--- config.mk ---
export PLATFORM = sky130hd
export DESIGN_NAME = tag_array
export DESIGN_NICKNAME = d
export VERILOG_FILES = /design/src/hdl/cache_pkg.sv /design/src/hdl/tag_array.sv
export VERILOG_INCLUDE_DIRS = /design/src /design/src/hdl
export SDC_FILE = /design/constraint.sdc
export NUM_CORES = 1
export LEC_CHECK = 0
export BUFFER_PORTS_ARGS = -buffer_cell sky130_fd_sc_hd__buf_2
export CAP_MARGIN = 0
export CORE_ASPECT_RATIO = 0.6
export CORE_MARGIN = 4
export CORE_UTILIZATION = 57
export CTS_BUF_LIST = sky130_fd_sc_hd__clkbuf_8
export DETAILED_ROUTE_END_ITERATION = 8
export GPL_TIMING_DRIVEN = 0
export HOLD_SLACK_MARGIN = 0.12
export PLACE_DENSITY_LB_ADDON = 0.25
export SKIP_CTS_REPAIR_TIMING = 1
export SLEW_MARGIN = 20
export SYNTH_ARGS = -nofsm -noshare
export SYNTH_HDL_FRONTEND = slang
export SYNTH_SLANG_ARGS = --single-unit
--- constraint.sdc ---
create_clock -name clk -period 4.7 [get_ports clk]
set_input_delay 1.41 -clock clk [delete_from_list [all_inputs] [get_ports clk]]
set_output_delay 1.41 -clock clk [all_outputs]
set_load 0.01 [all_outputs]
--- src/hdl/cache_params.svh ---
`ifndef CACHE_PARAMS_SVH
`define CACHE_PARAMS_SVH

// 32-bit word address is split as {unused, tag, set, line offset, byte offset}
// byte offset is always 2 bits, the rest follows below

`define LINE_ADDR_LEN 3     // word offset inside a line
`define SET_ADDR_LEN  3     // set index
`define TAG_ADDR_LEN  6     // tag bits kept per way

`define WAY_CNT       3     // ways per set
`define WAY_IDX_LEN   2     // wide enough for way index and fill count

`define LINE_SIZE     8     // words per line, 2**LINE_ADDR_LEN
`define SET_SIZE      8     // sets, 2**SET_ADDR_LEN

// main memory is addressed in whole lines
`define MEM_ADDR_LEN  9     // tag + set

// request held this many cycles before gnt
`define MEM_LATENCY   6

`endif

--- src/hdl/cache_pkg.sv ---
package cache_pkg;

`include "cache_params.svh"

    // controller states
    typedef enum logic [1:0] {
        idle,           // ready, hits served here
        swap_out,       // dirty victim written back
        swap_in,        // line read from memory
        swap_in_ok      // fetched line written into the cache
    } cache_state_e;

    typedef logic [31:0]                  word_t;
    typedef logic [`TAG_ADDR_LEN-1:0]     tag_t;
    typedef logic [`SET_ADDR_LEN-1:0]     set_t;
    typedef logic [`WAY_IDX_LEN-1:0]      way_t;
    typedef logic [`LINE_ADDR_LEN-1:0]    offset_t;
    typedef logic [`MEM_ADDR_LEN-1:0]     mem_addr_t;

    // word 0 sits in the low 32 bits
    typedef logic [`LINE_SIZE*32-1:0]     line_t;

endpackage

--- src/hdl/tag_array.sv ---
`timescale 1ns/100ps

`include "cache_params.svh"

module tag_array import cache_pkg::*; (
    input  logic   clk,
    input  logic   rst,
    input  set_t   req_set,         // set of the live request
    input  tag_t   req_tag,         // tag of the live request
    input  logic   fill,            // line fill strobe
    input  set_t   fill_set,        // latched set of the fill
    input  tag_t   fill_tag,        // latched tag of the fill
    input  way_t   fill_way,        // way picked by the recency list
    input  logic   mark_dirty,      // write hit strobe
    input  way_t   hit_way_in,      // way written by the hit
    input  way_t   victim_way,      // way that a miss would replace
    output logic   hit,
    output way_t   hit_way,
    output logic   victim_dirty,
    output tag_t   victim_tag
);

    tag_t               tags  [`SET_SIZE][`WAY_CNT];   // tag per way
    logic [`WAY_CNT-1:0] valid [`SET_SIZE];            // one bit per way
    logic [`WAY_CNT-1:0] dirty [`SET_SIZE];

    // all ways of the set compared at once
    always_comb begin
        hit     = 1'b0;
        hit_way = '0;
        for (int w = 0; w < `WAY_CNT; w++) begin
            if (valid[req_set][w] && tags[req_set][w] == req_tag) begin
                hit     = 1'b1;             // at most one way matches
                hit_way = way_t'(w);
            end
        end
    end

    // a free way is never valid, so never written back
    assign victim_dirty = valid[req_set][victim_way] & dirty[req_set][victim_way];
    assign victim_tag   = tags[req_set][victim_way];   // forms the write-back address

    always_ff @(posedge clk) begin
        if (fill) begin
            tags[fill_set][fill_way] <= fill_tag;
        end
    end

    always_ff @(posedge clk or posedge rst) begin
        if (rst) begin
            for (int s = 0; s < `SET_SIZE; s++) begin
                valid[s] <= '0;
                dirty[s] <= '0;
            end
        end else begin
            if (fill) begin
                valid[fill_set][fill_way] <= 1'b1;     // fresh line from memory
                dirty[fill_set][fill_way] <= 1'b0;     // matches memory now
            end
            if (mark_dirty) begin
                dirty[req_set][hit_way_in] <= 1'b1;    // line differs from memory
            end
        end
    end

endmodule

======== Yosys cells after proc, flatten, opt, wreduce, memory -nomap -nowiden ========
Memories as Yosys holds them, arrays and structs flattened.
Cells that the tools add are included.
W data, S select, Z words.
cells by class
  equality and inequality tests ........... 3
  order comparisons ....................... 12
  bitwise logic cells ..................... 9
  reduce and logical (&&, ||, !) cells .... 8
  muxes and demuxes ....................... 32
operators by type and width
  kind                  count
  $mux W24              2
  $or A24 B24 Y24       2
  $and A24 B24 Y24      1
  $not A24 Y24          1
  $bmux W3 S3           2
  $demux W3 S3          2
  $eq A6 B6 Y1          3
  $mux W18              1
  $mux W3               6
  $mux W6               3
  $bmux W6 S2           1
  $demux W6 S2          1
  $lt A2 B3 Y1 const B  3
  $mux W1               9
  $ge A4 B4 Y1 const B  2
  $logic_and A1 B1 Y1   8
  $lt A4 B1 Y1 const B  2
  $not A3 Y4            2
  $ge A3 B3 Y1 const B  2
  $not A2 Y3            2
  $bmux W1 S2           2
  $demux W1 S2          2
  $ge A2 B1 Y1 const B  2
  $lt A3 B1 Y1 const B  1
  other kinds (2)       2
storage, ports and cells
  memory bits (writable) .................. 144
  register bits after elaboration ......... 48
  output and inout port bits .............. 10
  word-level logic and storage cells ...... 81
  input port bits ......................... 28
  memories ................................ 1
memories
  name  depth  width  read ports  clocked after memory_dff  write ports  line             RTL
  tags  8      18     1           0                         1            tag_array.sv:23  tag_t tags [`SET_SIZE][`WAY_CNT];

======== Longest topological paths before layout ========
Gate-level depths: netlist of the first run.
  word-level depth ........................ 11
  mapped depth ............................ 10

======== Worst setup path before layout of the first run ========
No wires, ideal clock.
  path type ............................... input -> output
  from .................................... in req_set[2]
  to ...................................... out hit_way[0]
  cell stages on the path ................. 8
  required time ........................... 3290 ps
  setup slack ............................. -5 ps
  arrival ................................. 3295 ps
  path buffers ............................ 2
  cells stage by stage .................... buf_2 > buf_1 > mux4_2 > mux2i_1 > xor2_1 > o2111ai_1 > nor4_1 > nor2b_1
on the way
  longest elaborated chain between the ends .. 7
  elaborated cells on any way between the ends .. 11
  classes of those cells .................. 2 x eq/ne; 5 x mux; 1 x bitwise; 2 x reduce/logical; 1 x memory
RTL lines
  what                                                                    line             RTL
  from (decl)                                                             tag_array.sv:8   input set_t req_set,
  parallel branches: the longest is 6 deep, another holds $mem_v2 Z8 W18  -
  $mux W2 (*)                                                             tag_array.sv:32  if (valid[req_set][w] && tags[req_set][w] == req_tag) begin
  to (decl)                                                               tag_array.sv:18  output way_t hit_way,
Mark *: on every way between the ends. The select of a mux whose other input is x is not followed.

======== Worst setup path in the final report of the first run ========
  from .................................... in req_set[0]
  to ...................................... out hit
on the way
  longest elaborated chain between the ends .. 8
  elaborated cells on any way between the ends .. 14
  classes of those cells .................. 3 x eq/ne; 6 x mux; 1 x bitwise; 3 x reduce/logical; 1 x memory
RTL lines
  what                                                                    line             RTL
  parallel branches: the longest is 7 deep, another holds $mem_v2 Z8 W18  -
  $mux W1 (*)                                                             tag_array.sv:32
  to (decl)                                                               tag_array.sv:17  output logic hit,
Marks and branches as above.

==> impl_metrics.toml, run 1 <==
[run_status]
outcome = "complete, but fails checks"
violations = "negative setup slack"

[placed_design]
place_congestion = 0.967
placed_cell_area_um2 = 8660
placedCellCount = 760
dpl.hpwl_um = 13800
io_buffers = 35
post-place-ws_ns = -0.819

[critical_path]
rr_startpoint = "valid[0]"
cp_slowest_cell = "o32ai_4"
critical-path-top-delay-family = "buffers and inverters"
end_kind = "output port"
required_ns = 3.29
max_stage_delay_ns = 0.35
crit_fanout = 7
r2r-end = "valid[0]"
criticalPathCategory = "primary input to output port"
crit_arrival_ns = 3.37
r2r_cells = 1
r2r_setup_slack_ns = 3.90
cp_common_cell = "buf_12"
crit_chain = "buf_12 > buf_12 > buf_12 > buf_12 > clkinvlp_4 > o32ai_4 > nor3_2 > xnor2_1 > nor4_1 > a211o_1 > buf_2"
worst-path-buf-inv = 6
start_kind = "primary input"

[synth]
yosysWarnings = 0
synth_edf_count = 144
synthArstFlopShare_pct = 25.0
ys_seq_elements = 192
syn_inst = 532
syn_area_um2 = 8220
ys_types = 52
synth_flop_cell = "edfxtp_1"
avgSynthCellArea_um2 = 15.5
synth.area.top_cells = "edfxtp_1 (53%), dfrtp_1 (15%), mux4_2 (7.7%)"
yosysMostFrequentCell = "edfxtp_1"
synthTopCellsByCount = "edfxtp_1 (144), dfrtp_1 (48), nand2_1 (38)"
seq_area_frac_synth_pct = 67.2
synth_top_area_share_pct = 52.6
synth_nets = 560
synth_top_area_cell = "edfxtp_1"

[routing]
vias = 5201
firstDrtPassIters = 8
wire_per_inst_um = 26.1
drc = 0
ant_nets = 0
wl_um = 20900
viasPerCell = 6.49
drtIter0Drc = 760

[floorplan]
initial_utilization_pct = 59.3
dieWidth_um = 163
rows = 33
core_area_um2 = 13900
ios = 38
dieHeight_um = 101
die-area_um2 = 16500

[timing]
rsz0062_at_grt = "yes"
skew_ns = 0
setup_tns_ns = -0.127
fin_hold_ws_ns = 0.475
worst_slew_pin_slew_ns = 0.999
max_freq_mhz = 209
setup_viol = 2
setup_slack_ns = -0.0849
post-route-period-util_pct = 102
finalMaxSlewViolations = 0
hold_viol = 0
finalCriticalPeriod_ns = 4.78
maxSlewHeadroom_pct = 33.3

[pwr]
swShare_pct = 27.1
p_leak_nw = 3.53
total_power_mw = 3.58
power.density_nw_per_um2 = 373
p_int_mw = 2.61
peakVddDrop_v = 0.000199
switchingPower_mw = 0.970
clock_power_share_pct = 31.4
p_seq_share_pct = 55.4
p_comb_share_pct = 13.2

[clocking]
htree_levels = 4
numCtsBuffers = 17
root_buffer = "clkbuf_8"
cts_tree = "yes"
cts_sinks = 192
cts.reportedPaths.clkPinSlew_ns = 0.11
clkLatencyLatePin_ns = 0.45
clockBufferDepth = 2

[hold_path]
worstHoldPathType = "register to register"
min_from = "valid[21]"
min_to = "valid[21]"
holdPathStages = 1

[finish]
finish.utilization_pct = 69.2
fin_nets = 624
fin_area_um2 = 9600
insertedDiodeCount = 0
drive_gt1_share_pct = 30.5
areaGrowthSynthToFinish_pct = 16.7
finalNonFillerCells = 801

[grt]
grt_pass1_vias = 4905
grt_overflow = 0
antenna_found_initial = 0
grt_pass1_wl_um = 30200
grt_start_max_net_pins = 36
grt.total_usage_pct = 25.4

[job]
maxCapViolCount = 0
-- cell families (layout without fill, tap and decap cells) --
family	Yosys count	in the layout	synth area share (%)
AOI/OAI and AO/OA	71	71	6.10
xor gates and xnor gates	16	16	1.70
buffers and inverters	43	120	2.60
DFF	192	192	67.2
muxes	72	72	13.5
and+or+nand+nor	138	138	8.92
-- flip-flops by register name, summed over array words and instances (netlist names) --
| name | count |
|---|---|
| tags | 144 |
| dirty | 24 |
| valid | 24 |
-- layout by cell type (no fill, tap or decap), types with 9 or more instances in the layout --
cell | Yosys | layout
mux4_2 | 28 | 28
clkbuf_8 | 0 | 17
nand3_1 | 15 | 15
buf_12 | 0 | 11
dfrtp_1 | 48 | 48
or2_2 | 12 | 12
mux2_2 | 11 | 9
buf_2 | 8 | 36
mux2i_1 | 31 | 22
o21ai_0 | 17 | 16
a22o_1 | 10 | 10
inv_1 | 16 | 14
nand2b_1 | 16 | 16
edfxtp_1 | 144 | 144
nand2_1 | 38 | 36
nor2_1 | 19 | 16
-- worst max path at each step --
stage                        end       start  slack (ns)  cells past startpoint
global route                 hit  req_set[0]       -0.16                     11
detailed placement  victim_dirty  req_set[2]       -0.82                     11
floorplan                    hit  req_set[0]        0.02                      8
global placement    victim_dirty  req_set[2]       -0.75                     11
finish                       hit  req_set[0]       -0.08                     11
CTS                 victim_dirty  req_set[2]       -0.83                     11
-- layout make-up --
cell class              instances  area [µm²]
flip-flops and latches        192        5530
fillers                       923        4280
multi-input cells             297        2670
repair buffers                 46         340
plain buffers                  26         328
well taps                     192         240
clock buffers                  17         234
clock inverters                15         195
inverters                      16        63.8
-- routing by layer --
metal | vias to the layer above | share of wire [%] | GRT usage (%)
li1 | 2171 | - | -
met1 | 2658 | 43 | 39.8
met2 | 340 | 44 | 36.7
met3 | 32 | 11 | 5.39
met4 | 0 | 1.4 | 6.51
met5 | - | 0 | 0
-- power by group through the flow --
stage | clock [mW] | combinational (mW) | sequential [mW]
2_1_floorplan | 0 | 0.275 | 2.00
3_3_place_gp | 0 | 0.387 | 2.01
3_5_place_dp | 0 | 0.404 | 2.02
4_1_cts | 1.12 | 0.405 | 1.98
5_1_grt | 1.20 | 0.501 | 1.99
6_report | 1.12 | 0.472 | 1.99
Power figures use the tool's default switching activity.
==> inputs of run 2 (changes only) <==
REMOVE_ABC_BUFFERS = 1   (was unset)
==> run 2 against run 1 <==
The run still ends with negative setup slack left. Sequential share of layout area is 0.74 points higher. Via count is 3.8% lower. Cell count is 1.4% lower. Critical path depth is 3 lower. First-iteration DRC count is 36% lower. Non-clock buffer count is 11 lower. Clock power hardly changed. Flip-flop and latch count stayed put. Global-route usage is 1.1 points lower. Total power is 1.1% lower. Worst hold slack worse by 0.0049 ns. Critical path type unchanged.
==> impl_metrics.toml, run 2 (synthesis results as in run 1) <==
[run_status]
outcome = "complete, but fails checks"
violations = "negative setup slack"

[grt]
grt_overflow = 0
grt.total_usage_pct = 24.3
antenna_found_initial = 0
grt_pass1_vias = 4929
grt_start_max_net_pins = 59
grt_pass1_wl_um = 29100

[critical_path]
start_kind = "primary input"
cp_slowest_cell = "mux4_2"
r2r_setup_slack_ns = 3.89
max_stage_delay_ns = 0.49
worstSetupEndpoint = "hit"
crit_arrival_ns = 3.33
crit_chain = "buf_16 > clkbuf_16 > buf_4 > mux4_2 > mux2i_1 > nor4_1 > a211o_1 > buf_2"
criticalPathCategory = "primary input to output port"
required_ns = 3.29
end_kind = "output port"
r2r-end = "valid[4]"
r2r_cells = 1
cp-startpoint = "req_set[0]"
rr_startpoint = "valid[4]"
crit_fanout = 8

[routing]
wl_um = 20200
firstDrtPassIters = 6
drtIter0Drc = 486
wire_per_inst_um = 25.6
viasPerCell = 6.33
ant_nets = 0
vias = 5002
drc = 0

[finish]
insertedDiodeCount = 0
drive_gt1_share_pct = 29.4
finish.utilization_pct = 68.3
layout_commonest_cell = "edfxtp_1"
top_regs = "tags: 144 flops, dirty: 24 flops, valid: 24 flops"
final_cell_mix = "edfxtp_1 (144), dfrtp_1 (48), nand2_1 (38), buf_2 (34), mux4_2 (28)"
areaGrowthSynthToFinish_pct = 15.2
largest_reg_flops = 144
fin_nets = 613
top_register = "tags"

[placed_design]
post-place-ws_ns = -1.31
place_congestion = 0.843
io_buffers = 37
dpl.hpwl_um = 12900

[timing]
skew_ns = 0
setup_viol = 1
worst_slew_pin_slew_ns = 1.07
max_freq_mhz = 211
post-route-period-util_pct = 101
finalMaxSlewViolations = 0
finalCriticalPeriod_ns = 4.74
setup_slack_ns = -0.0359
hold_viol = 0
rsz0062_at_grt = "yes"
maxSlewHeadroom_pct = 28.8

[pwr]
peakVddDrop_v = 0.000199
p_leak_nw = 3.51
power.density_nw_per_um2 = 374
total_power_mw = 3.54

[hold_path]
holdPathStages = 1
worstHoldPathType = "register to register"

[clocking]
cts_sinks = 192
clockBufferDepth = 2
cts.reportedPaths.clkPinSlew_ns = 0.09
htree_levels = 4
clkLatencyLatePin_ns = 0.45
numCtsBuffers = 17
cts_tree = "yes"
root_buffer = "clkbuf_8"

[floorplan]
die-area_um2 = 16500
core_area_um2 = 13900
rows = 33
initial_utilization_pct = 59.3
dieWidth_um = 163
ios = 38
dieHeight_um = 101

[job]
maxCapViolCount = 0
[run 2: cell count changes in the layout (fill, tap and decap cells not counted), sizes merged]
cell and change:
clkinv -4, clkinvlp -1, clkbuf -4, buf -5, bufinv +1, inv +2
[run 2: final cells by class]
cell class                      count  area, µm²
Clock buffer                       19        262
Clock inverter                     13        136
Fill cell                         934       4400
Inverter                           16       60.1
Multi-Input combinational cell    297       2710
Sequential cell                   192       5530
Tap cell                          192        240
Timing Repair Buffer               61        546
[run 2: how the worst min path moves through the flow]
| stage | slack [ns] | startpoint | end |
|---|---|---|---|
| after global routing | 0.49 | valid[14] | valid[14] |
| after floorplan | 0.43 | valid[19] | valid[19] |
| final | 0.47 | valid[5] | valid[5] |
| after detailed placement | 0.45 | valid[5] | valid[5] |
| after global placement | 0.44 | valid[9] | valid[9] |
| after CTS | 0.47 | valid[5] | valid[5] |
[run 2: per-stage QoR]
step | instance area [µm²] | TNS [ns] | hold slack, ns | cells
2_1_floorplan | 8070 | 0 | 0.428 | 505
3_3_place_gp | 8500 | -14.77 | 0.444 | 734
3_5_place_dp | 8560 | -6.99 | 0.449 | 736
4_1_cts | 8950 | -6.94 | 0.471 | 768
5_1_grt | 9480 | -0.266 | 0.486 | 790
6_report | 9480 | -0.0359 | 0.470 | 790
[run 2: report_power, final]
part / leakage [nW] / switching [mW] / total (mW) / internal, mW
registers: 1.87 / 0.0514 / 1.98 / 1.93
clock network: 0.206 / 0.583 / 1.09 / 0.504
logic: 1.44 / 0.254 / 0.472 / 0.217
total: 3.51 / 0.889 / 3.54 / 2.65
[run 2: critical path: cells and delay by family]
kind	cells	cell delay, ns
and+or+nand+nor	1	0.13
buffers and inverters	4	0.55
muxes	2	0.89
AOI/OAI and AO/OA	1	0.32
[run 2: routing by layer]
metal,track usage (%),wire length (µm),vias to the layer above
met5,0,0,-
met4,5.48,195,0
met3,6.38,2160,20
met2,34.7,9040,308
met1,37.9,8830,2546
li1,-,-,2128
==> inputs of run 3 (changes only) <==
CELL_PAD_IN_SITES_DETAIL_PLACEMENT = 2   (was unset)
CELL_PAD_IN_SITES_GLOBAL_PLACEMENT = 2   (was unset)
CORE_UTILIZATION = 42   (was 57)
MAX_ROUTING_LAYER = met4   (was unset)
==> run 3 against run 2 <==
The flow still finishes with violations (negative setup slack). Die area rose by 33%. Clock skew did not move. Sequential power about the same. Clock power grew 6%. Worst setup slack worse by 0.30 ns. Worst hold slack gained 0.0038 ns. Global-route usage fell by 1.5 points. Wire length up 22%. Register-to-register slack lost 0.02 ns. Via count decreased by 0.56%. Non-clock buffer count decreased by 2. Design area is 0.36% higher. Largest power group unchanged.
==> impl_metrics.toml, run 3 (synthesis results as in run 1) <==
[routing]
vias = 4974
wl_um = 24700
met2_length_um = 11500
routed.top_layer = "met4"
firstDrtPassIters = 5
met3WireLength_um = 1200
wire_per_inst_um = 28.6
drtIter0Drc = 480
ant_nets = 0
met1Wirelength_um = 11800
drc = 0
viasPerCell = 5.77

[critical_path]
crit_fanout = 8
end_kind = "output port"
cp_slowest_cell = "mux4_2"
crit_arrival_ns = 3.63
start_kind = "primary input"
criticalPathCategory = "primary input to output port"
worst-path-buf-inv = 4
crit_chain = "buf_16 > buf_16 > mux4_2 > mux2i_4 > xor2_2 > o2111ai_2 > nor4_2 > buf_4 > nor2b_1 > buf_2"
max_stage_delay_ns = 0.55
critical-path-top-delay-family = "multiplexers"
required_ns = 3.29
cp_common_cell = "buf_16"

[job]
maxCapViolCount = 0

[timing]
setup_slack_ns = -0.336
maxSlewHeadroom_pct = 25.7
setup_tns_ns = -0.956
setup_viol = 4
finalCriticalPeriod_ns = 5.04
worst_slew_pin_slew_ns = 1.11
max_freq_mhz = 199
rsz0062_at_grt = "yes"
post-route-period-util_pct = 107
skew_ns = 0
fin_hold_ws_ns = 0.474
finalMaxSlewViolations = 0
hold_viol = 0

[finish]
largest_reg_flops = 144
finalNonFillerCells = 862
areaGrowthSynthToFinish_pct = 15.6
fin_nets = 611
top_register = "tags"
layout_commonest_cell = "edfxtp_1"
final_cell_mix = "edfxtp_1 (144), dfrtp_1 (48), nand2_1 (38), buf_2 (34), mux4_2 (28)"
drive_gt1_share_pct = 28.7
finish.utilization_pct = 49.7
top_regs = "tags: 144 flops, dirty: 24 flops, valid: 24 flops"
fin_area_um2 = 9510
insertedDiodeCount = 0

[floorplan]
rows = 39
core_area_um2 = 19100
initial_utilization_pct = 43.0
ios = 38
dieHeight_um = 116
dieWidth_um = 189
die-area_um2 = 22000

[pwr]
p_comb_share_pct = 13.2
peakVddDrop_v = 0.000181
p_leak_nw = 3.49
clock_power_share_pct = 31.7
p_int_mw = 2.69
power.density_nw_per_um2 = 380
p_seq_share_pct = 55.1
switchingPower_mw = 0.922
swShare_pct = 25.5

[clocking]
root_buffer = "clkbuf_8"
cts_sinks = 192
clockBufferDepth = 2
cts_tree = "yes"
htree_levels = 4
numCtsBuffers = 17
cts.reportedPaths.clkPinSlew_ns = 0.10
clkLatencyLatePin_ns = 0.47

[placed_design]
io_buffers = 37
place_congestion = 0.792
placedCellCount = 810
dpl.hpwl_um = 15800
placed_cell_area_um2 = 8650

[hold_path]
worstHoldPathType = "register to register"

[grt]
grt.total_usage_pct = 22.8
grt_start_max_net_pins = 66
grt_pass1_vias = 5246
grt_overflow = 0
antenna_found_initial = 0
grt_pass1_wl_um = 35000

[run_status]
violations = "negative setup slack"
outcome = "complete, but fails checks"
-- run 3: cell count changes in the layout (fill, tap and decap cells not counted), sizes merged --
| cell | delta |
|---|---|
| inv | -4 |
| clkinvlp | -1 |
| bufinv | +1 |
| buf | -2 |
| clkinv | +4 |
-- run 3: path summary, 6_finish.rpt --
path | cells after the start | from | end | slack [ns]
max in group asynchronous | 3 | rst | valid[10] | 3.29
hold / removal | 1 | valid[6] | valid[6] | 0.47
hold reg to reg | 1 | valid[6] | valid[6] | 0.47
setup / recovery | 10 | req_set[0] | hit_way[0] | -0.34
setup reg to reg | 1 | valid[3] | valid[3] | 3.87
min in group asynchronous | 2 | rst | valid[14] | 0.89
-- run 3: per-layer routing --
layer / vias up / track usage, %
li1: 2132 / -
met1: 2700 / 31.9
met2: 122 / 35.5
met3: 20 / 4.18
met4: 0 / 4.71
met5: - / -
-- run 3: cell type report --
cell class | instances | area (µm²)
tap | 266 | 333
sequential | 192 | 5530
inverter | 16 | 60.1
fill | 1770 | 9620
clock inverter | 13 | 145
clock buffer | 19 | 262
multi-input combinational | 297 | 2650
timing repair buffer | 59 | 536
-- run 3: metrics by stage --
step / power [mW] / setup WS (ns)
2_1_floorplan: 2.24 / 0.264
3_3_place_gp: 2.40 / -2.20
3_5_place_dp: 2.44 / -1.27
4_1_cts: 3.57 / -1.28
5_1_grt: 3.74 / -0.387
6_report: 3.61 / -0.336
-- run 3: power groups by stage --
stage	combinational (mW)	clock [mW]	sequential (mW)
floorplan	0.243	0	2.00
global placement	0.389	0	2.01
detailed placement	0.415	0	2.03
CTS	0.420	1.16	1.99
global route	0.512	1.23	2.00
finish	0.477	1.15	1.99
