==> src/hdl/cache_params.svh <==
`ifndef CACHE_PARAMS_SVH
`define CACHE_PARAMS_SVH

// 32-bit word address is split as {unused, tag, set, line offset, byte offset}
// byte offset is always 2 bits, the rest follows below

`define LINE_ADDR_LEN 3     // word offset inside a line
`define SET_ADDR_LEN  3     // set index
`define TAG_ADDR_LEN  6     // tag bits kept per way

`define WAY_CNT       3     // ways per set
`define WAY_IDX_LEN   2     // wide enough for way index and fill count

`define LINE_SIZE     8     // words per line, 2**LINE_ADDR_LEN
`define SET_SIZE      8     // sets, 2**SET_ADDR_LEN

// main memory is addressed in whole lines
`define MEM_ADDR_LEN  9     // tag + set

// request held this many cycles before gnt
`define MEM_LATENCY   6

`endif

==> src/hdl/cache_pkg.sv <==
package cache_pkg;

`include "cache_params.svh"

    // controller states
    typedef enum logic [1:0] {
        idle,           // ready, hits served here
        swap_out,       // dirty victim written back
        swap_in,        // line read from memory
        swap_in_ok      // fetched line written into the cache
    } cache_state_e;

    typedef logic [31:0]                  word_t;
    typedef logic [`TAG_ADDR_LEN-1:0]     tag_t;
    typedef logic [`SET_ADDR_LEN-1:0]     set_t;
    typedef logic [`WAY_IDX_LEN-1:0]      way_t;
    typedef logic [`LINE_ADDR_LEN-1:0]    offset_t;
    typedef logic [`MEM_ADDR_LEN-1:0]     mem_addr_t;

    // word 0 sits in the low 32 bits
    typedef logic [`LINE_SIZE*32-1:0]     line_t;

endpackage

==> src/hdl/lru_list.sv <==
`timescale 1ns/100ps

`include "cache_params.svh"

module lru_list import cache_pkg::*; (
    input  logic   clk,
    input  logic   rst,
    input  set_t   req_set,         // set of the live request
    input  logic   touch,           // hit in idle
    input  way_t   touch_way,       // the way that hit
    input  logic   replace,         // miss in idle
    input  set_t   fill_set,        // latched set of the fill
    output way_t   victim_way,
    output way_t   fill_way
);

    // head is least recent, tail is most recent
    way_t   prev_ptr [`SET_SIZE][`WAY_CNT];
    way_t   next_ptr [`SET_SIZE][`WAY_CNT];
    way_t   head     [`SET_SIZE];
    way_t   tail     [`SET_SIZE];
    way_t   count    [`SET_SIZE];          // ways in use, 0 to WAY_CNT

    way_t   req_head;
    way_t   req_tail;
    way_t   req_count;
    way_t   hit_prev;
    way_t   hit_next;
    logic   set_full;

    assign req_head  = head[req_set];
    assign req_tail  = tail[req_set];
    assign req_count = count[req_set];
    assign hit_prev  = prev_ptr[req_set][touch_way];
    assign hit_next  = next_ptr[req_set][touch_way];
    assign set_full  = (req_count == way_t'(`WAY_CNT));

    // free ways are taken in order 0, 1, 2
    assign victim_way = set_full ? req_head : req_count;
    // replace moves the chosen way to the tail, so the fill lands there
    assign fill_way   = tail[fill_set];

    always_ff @(posedge clk or posedge rst) begin
        if (rst) begin
            for (int s = 0; s < `SET_SIZE; s++) begin
                head[s]  <= '0;
                tail[s]  <= '0;
                count[s] <= '0;
                for (int w = 0; w < `WAY_CNT; w++) begin
                    prev_ptr[s][w] <= '0;
                    next_ptr[s][w] <= '0;
                end
            end
        end else if (touch) begin
            // a tail hit or a single node leaves the order as it is
            if (req_count > way_t'(1) && touch_way != req_tail) begin
                if (touch_way == req_head) begin
                    head[req_set] <= hit_next;                     // drop the head
                end else begin
                    next_ptr[req_set][hit_prev] <= hit_next;       // bridge over the way
                    prev_ptr[req_set][hit_next] <= hit_prev;
                end
                next_ptr[req_set][req_tail]  <= touch_way;         // append at the tail
                prev_ptr[req_set][touch_way] <= req_tail;
                tail[req_set]                <= touch_way;
            end
        end else if (replace) begin
            if (!set_full) begin
                if (req_count == '0) begin
                    head[req_set] <= req_count;                    // first node of the set
                end else begin
                    next_ptr[req_set][req_tail]  <= req_count;
                    prev_ptr[req_set][req_count] <= req_tail;
                end
                tail[req_set]  <= req_count;
                count[req_set] <= req_count + 1'b1;
            end else begin
                // the old head is evicted and becomes most recent
                head[req_set]               <= next_ptr[req_set][req_head];
                next_ptr[req_set][req_tail] <= req_head;
                prev_ptr[req_set][req_head] <= req_tail;
                tail[req_set]               <= req_head;
            end
        end
    end

endmodule

==> config.mk <==
export PLATFORM = sky130hd
export DESIGN_NAME = lru_list
export DESIGN_NICKNAME = d
export VERILOG_FILES = /design/src/hdl/cache_pkg.sv /design/src/hdl/lru_list.sv
export VERILOG_INCLUDE_DIRS = /design/src /design/src/hdl
export SDC_FILE = /design/constraint.sdc
export NUM_CORES = 1
export LEC_CHECK = 0
export BUFFER_PORTS_ARGS = -buffer_cell sky130_fd_sc_hd__buf_2
export CORE_AREA = 2 2 145 147
export DETAILED_ROUTE_END_ITERATION = 16
export DIE_AREA = 0 0 147 149
export PLACE_DENSITY = 0.6
export SYNTH_ARGS = -nofsm -noshare
export SYNTH_HDL_FRONTEND = slang
export SYNTH_SLANG_ARGS = --single-unit
export TNS_END_PERCENT = 1
==> constraint.sdc <==
create_clock -name clk -period 5.05 [get_ports clk]
set_input_delay 0.7575 -clock clk [delete_from_list [all_inputs] [get_ports clk]]
set_output_delay 0.7575 -clock clk [all_outputs]
set_load 0.02 [all_outputs]
Yosys cells after proc, flatten, opt, wreduce, memory -nomap -nowiden
Index checks and enable logic that the tools add are counted.
{ "word_totals": {"register_bits": 144, "output_inout_bits": 4, "word_cells": 215} }
{ "op_classes": {"n_addsub": 1, "n_lt_le_gt_ge": 16, "n_eq_ne": 6, "muxes": 95, "n_bitwise": 10, "reduce_logical": 15} }
{ "op_table": {"columns": ["cell", "count"], "rows": [
  ["$mux W48", 16],
  ["$bwmux W48", 8],
  ["$mux W16", 10],
  ["$bwmux W16", 7],
  ["$demux W6 S3", 6],
  ["$mux W6", 10],
  ["$mux W2", 22],
  ["$bmux W6 S3", 2],
  ["$bmux W2 S3", 4],
  ["$demux W2 S2", 6],
  ["$ge A3 B3 Y1 const B", 6],
  ["$lt A3 B1 Y1 const B", 6],
  ["$not A2 Y3", 6],
  ["$bmux W2 S2", 3],
  ["$ge A4 B4 Y1 const B", 2],
  ["$logic_and A1 B1 Y1", 8],
  ["$not A3 Y4", 2],
  ["$demux W2 S3", 1],
  ["$reduce_and A3 Y1", 2],
  ["$lt A4 B1 Y1 const B", 1],
  ["$ne A2 B1 Y1 const B", 2],
  ["$reduce_and A4 Y1", 1],
  ["$ne A3 B3 Y1 const B", 1],
  ["$reduce_bool A3 Y1", 1],
  ["other kinds (9)", 10]
]} }

Logic depth before layout (Yosys ltp)
Gate-level depths: netlist of run 1.
{ "depth": {"depth_word": 21, "depth_mapped": 14, "depth_no_buf": 11} }

Worst setup path before layout of run 1
No wires, ideal clock.
{ "synth_timing": {"path_type": "input to register", "start": "input req_set[0]", "end": "register prev_ptr[18] (netlist name)", "setup_time_ns": 0.125, "t_arrival_ns": 3.844, "required_ns": 4.925, "path_slack_ns": 1.081, "stages": 13, "path_buffers": 3, "cell_sequence": "buf_6 buf_2 mux4_2 mux2i_1 inv_1 ha_1 inv_1 clkbuf_1 o31ai_1 o21ai_0 o31ai_4 nand4_1 mux2_2"} }
{ "synth_via": {"elab_chain_cells": 21, "elab_cells_between_ends": 72, "classes_between": "order compare: 9; eq/ne: 5; mux: 47; bitwise: 4; reduce/logical: 7"} }
{ "synth_lines": {"columns": ["item", "line_no", "source"], "rows": [
  ["start: declaration", "lru_list.sv:8", "input set_t req_set,"],
  ["$not A3 Y4 (implied by the code) (*)", null, null],
  ["$bmux W6 S3", "lru_list.sv:35", "assign hit_next = next_ptr[req_set][touch_way];"],
  ["$mux W6 (implied by the code) (2 in a row)", "lru_list.sv:35", null],
  ["$bmux W2 S2", "lru_list.sv:35", null],
  ["$mux W2 (implied by the code) (2 in a row)", "lru_list.sv:35", null],
  ["$not A2 Y3 (implied by the code)", "lru_list.sv:61", "prev_ptr[req_set][hit_next] <= hit_prev;"],
  ["$ge A3 B3 Y1 (implied by the code) / $lt A3 B1 Y1 (equally long branches)", "lru_list.sv:61", null],
  ["$logic_and A1 B1 Y1 (implied by the code)", "lru_list.sv:61", null],
  ["(+3 left out)", null, null],
  ["$demux W6 S3", "lru_list.sv:61", null],
  ["$bwmux W48", "lru_list.sv:61", null],
  ["$mux W48", "lru_list.sv:57", "if (touch_way == req_head) begin"],
  ["$mux W48", "lru_list.sv:56", "if (req_count > way_t'(1) && touch_way != req_tail) begin"],
  ["$mux W48", "lru_list.sv:54", "end else if (touch) begin"],
  ["$bwmux W48", "lru_list.sv:64", "prev_ptr[req_set][touch_way] <= req_tail;"],
  ["$mux W48", "lru_list.sv:56", null],
  ["$mux W48", "lru_list.sv:54", null],
  ["end signal: indexed assignment", "lru_list.sv:61", null],
  ["end signal: indexed assignment", "lru_list.sv:64", null],
  ["end signal: indexed assignment", "lru_list.sv:73", "prev_ptr[req_set][req_count] <= req_tail;"],
  ["end: declaration", "lru_list.sv:18", "way_t prev_ptr [`SET_SIZE][`WAY_CNT];"]
]} }
Every way passes the cells marked *; elsewhere a longest branch is shown, timed or not. The select of a mux whose other input is x is not followed.
A chain may end at the register's enable or synchronous reset.

Worst setup path after layout of run 1
{ "layout_timing": {"start": "input req_set[1]", "end": "register next_ptr[8] (netlist name)"} }
{ "layout_via": {"elab_chain_cells": 21, "elab_cells_between_ends": 62, "classes_between": "order compare: 7; eq/ne: 5; mux: 41; bitwise: 3; reduce/logical: 6"} }
{ "layout_lines": {"columns": ["item", "line_no", "source"], "rows": [
  ["$not A3 Y4 (implied by the code) (*)", null, null],
  ["$bmux W6 S3", "lru_list.sv:34", "assign hit_prev = prev_ptr[req_set][touch_way];"],
  ["$mux W6 (implied by the code) (2 in a row)", "lru_list.sv:34", null],
  ["$bmux W2 S2", "lru_list.sv:34", null],
  ["$mux W2 (implied by the code) (2 in a row)", "lru_list.sv:34", null],
  ["$not A2 Y3 (implied by the code)", "lru_list.sv:60", "next_ptr[req_set][hit_prev] <= hit_next;"],
  ["$ge A3 B3 Y1 (implied by the code) / $lt A3 B1 Y1 (equally long branches)", "lru_list.sv:60", null],
  ["$logic_and A1 B1 Y1 (implied by the code)", "lru_list.sv:60", null],
  ["(+3 left out)", null, null],
  ["$demux W6 S3", "lru_list.sv:60", null],
  ["$bwmux W48", "lru_list.sv:60", null],
  ["$mux W48", "lru_list.sv:57", null],
  ["$mux W48", "lru_list.sv:56", null],
  ["$mux W48", "lru_list.sv:54", null],
  ["$bwmux W48", "lru_list.sv:63", "next_ptr[req_set][req_tail] <= touch_way;"],
  ["$mux W48", "lru_list.sv:56", null],
  ["$mux W48", "lru_list.sv:54", null],
  ["end signal: indexed assignment", "lru_list.sv:60", null],
  ["end signal: indexed assignment", "lru_list.sv:63", null],
  ["end signal: indexed assignment", "lru_list.sv:72", "next_ptr[req_set][req_tail] <= req_count;"],
  ["end: declaration", "lru_list.sv:19", "way_t next_ptr [`SET_SIZE][`WAY_CNT];"]
]} }
Marks and branches as above.

==> results of run 1 <==
[per-layer routing]
metal,share of wire [%],global-route usage [%]
met3,4.7,3.03
met5,0,0
met4,2.7,8.37
met1,44,26.1
met2,49,33.3
[final timing paths]
kind / from / to / slack (ns) / depth (start not counted)
max: req_set[1] / next_ptr[8] / 0.87 / 11
min: next_ptr[1] / next_ptr[1] / 0.48 / 1
max reg2reg: count[0] / next_ptr[8] / 1.24 / 10
min reg2reg: next_ptr[1] / next_ptr[1] / 0.48 / 1
max in group asynchronous: rst / count[1] / 3.40 / 3
min in group asynchronous: rst / next_ptr[46] / 0.57 / 2
[cells in the mapped netlist (all sizes together) (4+ instances only)]
library cell,n
mux2i,18
nand3b,5
nand3,50
nand2,39
clkbuf,10
nor2,13
dfrtp,144
and3,4
nand2b,7
nor3,6
o221ai,5
nand4,21
and2,7
a21oi,20
o31ai,10
buf,26
mux2,148
o22ai,8
ha,4
o21ai,12
a221oi,7
mux4,22
inv,8
nor2b,6
[final cells by class]
class                           count  area (µm²)
Multi-Input combinational cell    459        4200
Clock buffer                       22         484
Timing Repair Buffer               28         173
Inverter                            8        35.0
Sequential cell                   144        3600
Fill cell                        1937       11500
Clock inverter                      9         203
Tap cell                          275         344
[state kept, by name (all words and copies together) (netlist names)]
name      flops
next_ptr     48
prev_ptr     48
count        16
head         16
tail         16
[cells by family after synthesis]
kind of cell / Yosys count
flops: 144
mux: 188
simple gates: 169
buf+inv: 44
compound gates: 96
xor+xnor: 2
fa+ha+maj: 4
[where the power goes]
part	internal [mW]	switching (mW)	leakage, nW
Sequential	1.50	0.205	1.93
Clock	0.978	0.485	0.336
Combinational	0.611	0.824	1.76
[per-stage QoR]
step	cells	hold WS, ns	worst slack (ns)
floorplan	647	0.445	0.426
detailed placement	914	0.470	0.596
global placement	914	0.464	0.758
CTS	945	0.483	0.964
finish	945	0.485	0.874
global route	945	0.505	0.603
==> metrics, run 1 <==
outcome completed; First DRT Iteration DRCs 459; total grt overflow 0; Area Overhead vs Synth 12.4%; mux cell area share after synthesis 29.3%; area of the die 21900 µm²; maximum VDD drop 0.000249 V; most common cell after layout, fill and taps aside dfrtp_1; share of layout cells above drive strength 1 34.5%; Synth Warn # 0; routability cong. 0.854; MaxCap Viol Count 0; Core Rows 53; most frequent cells in the layout 144 x dfrtp_1, 113 x mux2_2, 43 x nand3_1; adder-cell share of the synthesized area 0.622%; CTS Sinks 144; total CTS buffers 17; Tot Pwr 4.60 mW; Final Hold Fails 0; critical path cell sequence buf_2 > buf_4 > mux2i_1 > inv_1 > ha_1 > inv_1 > nor2_1 > o31ai_1 > inv_1 > o22ai_1 > mux2_1; crit-path most repeated cell inv_1; clock tree buffer depth 2; #FFs+latches synth 144; Setup-failing EPs final 0; Post-CTS Hold Buffers 0; fraction of registers with async set/reset 100%; final wirelength 21000 µm; Clk Latency, worst-skew pair 0.42 ns; unrepaired setup endpoints after global routing false; Max Slew Vio Count 0; setup TNS 0 ns; Crit. End Element flip-flop; Synth Flop Type dfrtp_1; Tmin final 4.18 ns; post-route cell area 9040 µm²; H-tree levels 4; first-pass GRT wire length 33700 µm; Post-Syn Area 8040 µm²; Worst path max stage delay 0.58 ns; setup repair bufs after CTS 0; Post-Synthesis Cells 647; final period utilization 82.7%; WP data arrival 4.53 ns; total track usage 19.9%; max_slew headroom 30.6%; critical path peak fanout 56; synth top area cells dfrtp_1 45%, mux2_2 16%, mux4_2 5.6%; Yosys cell types 74; port buffer count 15; Ant. Diodes 0; Initial Util 39.1%; nature of the critical path startpoint input port; largest family of logic cells by synthesized area multiplexers; Max Clk Rate 239 MHz; placed inst area 8350 µm²; Core Util, Final 44.0%; CTS tree built; DP HPWL 14000 µm; Remaining DRCs 0; Yosys top cell by area dfrtp_1; EDFF count, synth 0; share of the synthesized area in the top cell type 44.8%; Ports 16; CP top delay family buffers and inverters; P_leak 4.03 nW; Post-Synth XOR/XNOR Area 0.218%; initial antenna violation count 0; Req. time, crit path 5.41 ns; Hold Path Class reg2reg; via count 5723; post-cts sizing count 0; DIE HEIGHT 149 µm; Synthesized Nets 663; vias in the first global route 5986; Die X 147 µm; Avg Cell Area, Syn 12.4 µm²; crit path buf inv count 5; Core Region 20600 µm²; router iterations before antenna repair 4; Worst Tran Pin Value 1.03 ns; post-route ant nets 0; clk root buf clkbuf_16; Slowest-stage cell, CP buf_4; pwr dens 509 nW/µm²; WL/cell 22.2 µm; clock-pin slew on the worst setup and hold paths 0.06 ns; largest net degree at the start of global routing 110; Seq/Total Area, Yosys 44.8%; simple-gate portion of the synthesized area 11.6%; Fin Clk Skew 0.00804 ns; DR vias/cell 6.06; compound-gate portion of the synthesized area 10.4%; critical path class in2reg; final net count 674
Power figures use the tool's default switching activity.
==> run 2, diff against run 1 <==
--- a/config.mk
+++ b/config.mk
@@ -10,7 +10,7 @@
 export CORE_AREA = 2 2 145 147
 export DETAILED_ROUTE_END_ITERATION = 16
 export DIE_AREA = 0 0 147 149
-export PLACE_DENSITY = 0.6
+export PLACE_DENSITY = 0.62
 export SYNTH_ARGS = -nofsm -noshare
 export SYNTH_HDL_FRONTEND = slang
 export SYNTH_SLANG_ARGS = --single-unit
==> constraint.sdc (replaced) <==
create_clock -name clk -period 3.4 [get_ports clk]
set_input_delay 0.51 -clock clk [delete_from_list [all_inputs] [get_ports clk]]
set_output_delay 0.51 -clock clk [all_outputs]
set_load 0.02 [all_outputs]
==> run 2 against run 1 <==
Net effect: sequential cell count stayed put; sequential share of layout area fell by 1.4 points; die area unchanged; worst setup slack worse by 0.62 ns; final cell count grew 4.3%; first-iteration DRC count increased by 22%; via count is 2.2% higher; count of clock-buffer cells in the layout shrank 2; clock skew rose by 0.00055 ns; clock power rose by 36%; power up 49%; hold slack lost 0.16 ns.
==> metrics, run 2 (synthesis gave the netlist of run 1 again) <==
outcome completed; CP top delay family buffers and inverters; max_slew headroom 28.5%; share of layout cells above drive strength 1 38.4%; First DRT Iteration DRCs 561; routability cong. 0.957; Worst R2R Start head[8]; Ports 16; Ant. Diodes 0; total CTS buffers 17; clk root buf clkbuf_16; DIE HEIGHT 149 µm; fill count 1894; largest net degree at the start of global routing 145; H-tree levels 4; P_leak 4.23 nW; pwr dens 732 nW/µm²; initial antenna violation count 0; most common cell after layout, fill and taps aside dfrtp_1; MaxCap Viol Count 0; final net count 716; critical path class in2out; WL/cell 21.3 µm; post-route cell area 9370 µm²; Slowest-stage cell, CP mux4_2; combinational share of power 34.3%; Hold Path Class in2async; port buffer count 15; Tmin final 3.15 ns; Die X 147 µm; Clk Latency, worst-skew pair 0.43 ns; area of the multi-input gates 4200 µm²; Fin Clk Skew 0.00859 ns; area of the die 21900 µm²; Final Hold Fails 0; Max Slew Vio Count 0; clock network fraction of design power 28.9%; Worst path max stage delay 0.54 ns; Core Util, Final 45.6%; final worst slack 0.254 ns; Layout Cells excl Fill 986; Seq pwr share 36.8%; Initial Util 39.1%; pre-CTS setup slack -0.156 ns; nature of the critical path startpoint input port; internal power 4.58 mW; Area Overhead vs Synth 16.5%; unrepaired setup endpoints after global routing false; Max Clk Rate 318 MHz; placed inst area 8740 µm²; Setup-failing EPs final 0; setup slack of the most critical reg-to-reg path 0.40 ns; R2R Path End head[4]; register area 3600 µm²; setup repair bufs after CTS 0; dpl cells 956; maximum VDD drop 0.000390 V; most frequent cells in the layout 144 x dfrtp_1, 113 x mux2_2, 49 x buf_4; post-route ant nets 0; critical path cell sequence buf_2 > mux4_2 > mux2i_1 > inv_1 > ha_1 > inv_1 > and2_1 > buf_4 > nor2_1 > buf_2; Tot Pwr 6.85 mW; via count 5851; final wirelength 21000 µm; Core Region 20600 µm²; clock tree buffer depth 2; router iterations before antenna repair 5; biggest regs next_ptr (48), prev_ptr (48); Post-CTS Hold Buffers 0; CTS Sinks 144; final period utilization 92.5%; vias in the first global route 6108; clock-pin slew on the worst setup and hold paths 0.06 ns; DR vias/cell 5.93; post-cts sizing count 0; Core Rows 53; Sw Ratio 33.1%; crit path buf inv count 5; total track usage 20.2%; WP data arrival 2.64 ns; DP HPWL 14800 µm; critical path peak fanout 11; Crit. End Element primary output; first-pass GRT wire length 34300 µm; Remaining DRCs 0; total grt overflow 0; R2R depth 7; Worst Tran Pin Value 1.06 ns; Req. time, crit path 2.89 ns; CTS tree built; Sw Pwr 2.27 mW
run 2: worst reg2reg max path: cells and delay by family, from the launching register on:
family	cells	cell delay [ns]
and+or+nand+nor	1	0.07
DFF	1	0.38
buffers and inverters	1	0.18
muxes	3	1.09
AOI/OAI and AO/OA	2	1.22
run 2: layer usage:
layer | share of wire, % | global-route usage [%] | up-vias
met1 | 45 | 27.9 | 3026
met2 | 47 | 31.6 | 204
met3 | 5.2 | 3.91 | 38
met4 | 2.6 | 7.98 | 0
li1 | - | - | 2583
met5 | 0 | 0 | -
run 2: final cells by class:
cell class	instances	area share [%]
Clock buffer	20	4.98
Clock inverter	10	1.70
Inverter	8	0.361
Multi-Input combinational cell	459	44.8
Sequential cell	144	38.5
Tap cell	275	3.67
Timing Repair Buffer	70	6.01
run 2: worst max path at each step:
stage / startpoint / end / slack [ns] / cells after the start
after global routing: req_set[0] / head[14] / 0.05 / 8
after floorplan: req_set[0] / prev_ptr[18] / -0.32 / 13
final: req_set[0] / victim_way[0] / 0.25 / 10
after detailed placement: req_set[0] / head[4] / -0.16 / 8
after CTS: count[11] / victim_way[0] / 0.25 / 9
after global placement: req_set[0] / head[0] / -0.14 / 8
run 2: power groups by stage:
stage	registers (mW)	logic [mW]	clock network (mW)
3_5_place_dp	2.55	2.33	0
3_3_place_gp	2.51	2.28	0
4_1_cts	2.52	2.34	2.01
2_1_floorplan	2.43	1.66	0
5_1_grt	2.58	2.54	2.09
6_report	2.52	2.35	1.98
run 2: through the flow:
stage / TNS, ns / hold slack [ns]
after floorplan: -13.27 / 0.445
after global placement: -1.00 / 0.465
after detailed placement: -1.11 / 0.475
after CTS: 0 / 0.361
after global routing: 0 / 0.388
final: 0 / 0.321
==> run 3, diff against run 2 <==
--- a/config.mk
+++ b/config.mk
@@ -7,9 +7,9 @@
 export NUM_CORES = 1
 export LEC_CHECK = 0
 export BUFFER_PORTS_ARGS = -buffer_cell sky130_fd_sc_hd__buf_2
-export CORE_AREA = 2 2 145 147
+export CORE_AREA = 10 10 153 155
 export DETAILED_ROUTE_END_ITERATION = 16
-export DIE_AREA = 0 0 147 149
+export DIE_AREA = 0 0 163 165
 export PLACE_DENSITY = 0.62
 export SYNTH_ARGS = -nofsm -noshare
 export SYNTH_HDL_FRONTEND = slang
==> run 3 against run 2 <==
Net effect: non-clock buffer count grew 5; core utilization grew 1.2 points; worst setup slack worse by 0.0097 ns; register-to-register slack got worse by 0.14 ns.
==> metrics, run 3 (synthesis gave the netlist of run 1 again) <==
outcome completed; total track usage 16.4%; crit-path most repeated cell inv_1; post-cts sizing count 0; Post-CTS Hold Buffers 0; critical path class in2reg; Crit. End Element flip-flop; crit path buf inv count 4; total CTS buffers 17; fill count 1820; H-tree levels 4; Min Hold Slack 0.128 ns; First DRT Iteration DRCs 459; DIE HEIGHT 165 µm; Slowest-stage cell, CP mux4_2; port buffer count 15; CTS tree built; share of layout cells above drive strength 1 39.0%; Ant. Diodes 0; Req. time, crit path 3.76 ns; routability cong. 0.911; critical path cell sequence buf_2 > mux4_2 > mux2i_1 > inv_1 > ha_1 > inv_1 > nor2_1 > o31ai_1 > inv_1 > o22ai_1 > mux2_1; Seq pwr share 37.0%; pre-CTS setup slack -0.218 ns; area of the die 26900 µm²; Initial Util 39.9%; P_leak 4.25 nW; clk root buf clkbuf_16; Core Util, Final 46.7%; Remaining DRCs 0; maximum VDD drop 0.000400 V; max_slew headroom 40.5%; final wirelength 21400 µm; clock-pin slew on the worst setup and hold paths 0.06 ns; Max Clk Rate 317 MHz; pwr dens 725 nW/µm²; final net count 721; Clk Latency, worst-skew pair 0.43 ns; initial antenna violation count 0; critical path peak fanout 8; Sw Ratio 34.3%; most frequent cells in the layout 144 x dfrtp_1, 113 x mux2_2, 51 x buf_4; Max Slew Vio Count 0; clock network fraction of design power 28.1%; WP data arrival 3.52 ns; total grt overflow 0; WL/cell 21.6 µm; Worst path max stage delay 0.55 ns; Core Region 20200 µm²; Die X 163 µm; nature of the critical path startpoint input port; Final Hold Fails 0; Worst Tran Pin Value 0.886 ns; Setup-failing EPs final 0; Ports 16; Sw Pwr 2.34 mW; combinational share of power 34.9%; Core Rows 52; MaxCap Viol Count 0; router iterations before antenna repair 5; CP top delay family multiplexers; via count 5803; unrepaired setup endpoints after global routing false; clock tree buffer depth 2; biggest regs next_ptr (48), prev_ptr (48); Tmin final 3.16 ns; largest net degree at the start of global routing 87; final period utilization 92.8%; Hold Path Class in2async; vias in the first global route 6183; internal power 4.49 mW; setup repair bufs after CTS 0; final worst slack 0.244 ns; Area Overhead vs Synth 17.2%; CTS Sinks 144; post-route ant nets 0; most common cell after layout, fill and taps aside dfrtp_1; Tot Pwr 6.84 mW; Fin Clk Skew 0.0106 ns; DR vias/cell 5.87; first-pass GRT wire length 34800 µm; DP HPWL 15200 µm
[run 3: cell types whose count changed in the layout (fill, tap and decap cells not counted)]
cell	previous run	this run
bufinv_16	4	2
clkinv_4	0	2
clkinv_2	3	0
buf_4	49	51
clkinvlp_4	3	4
inv_6	1	4
buf_12	6	9
inv_8	0	1
[run 3: per-stage QoR]
step,instance area (µm²),TNS (ns),instances
floorplan,8050,-13.27,647
global placement,8810,-3.66,956
detailed placement,8810,-5.15,956
CTS,9420,0,988
global route,9420,0,988
finish,9420,0,988
[run 3: worst reg2reg max path, stage by stage (launching register included)]
cell and delay [ns]:
dfrtp_1 0.39, mux4_1 0.51, mux2i_2 0.20, inv_1 0.10, ha_1 0.22, inv_1 0.16, nor2_1 0.09, o31ai_1 0.41
inv_1 0.24, o22ai_1 0.53, mux2_1 0.23
[run 3: power by group through the flow]
stage          combinational, mW  sequential, mW  clock (mW)
2_1_floorplan               1.66            2.43           0
3_3_place_gp                2.31            2.52           0
4_1_cts                     2.38            2.52        1.96
6_report                    2.38            2.53        1.92
3_5_place_dp                2.37            2.55           0
5_1_grt                     2.59            2.58        2.03
[run 3: routing by layer]
| metal | share of wire (%) | up-vias | global-route usage, % |
|---|---|---|---|
| met3 | 5.4 | 28 | 3.98 |
| met5 | 0 | - | 0 |
| met1 | 44 | 3009 | 20.8 |
| li1 | - | 2596 | - |
| met4 | 1.6 | 0 | 5.33 |
| met2 | 49 | 170 | 26.8 |
[run 3: area by class of cell]
cell class	count	area [µm²]	area share [%]
clock buffer	20	467	4.95
sequential	144	3600	38.2
clock inverter	12	146	1.55
multi-input combinational	459	4200	44.5
tap	270	338	3.58
timing repair buffer	75	638	6.77
inverter	8	33.8	0.358
[run 3: path summary, 6_finish.rpt]
check / startpoint / to / slack, ns / depth (start not counted)
setup / recovery: req_set[0] / next_ptr[8] / 0.24 / 11
hold / removal: rst / next_ptr[29] / 0.13 / 2
setup reg to reg: count[5] / next_ptr[8] / 0.26 / 10
hold reg to reg: next_ptr[14] / next_ptr[14] / 0.49 / 1
max in group asynchronous: rst / prev_ptr[45] / 2.43 / 3
min in group clk: next_ptr[14] / next_ptr[14] / 0.49 / 1
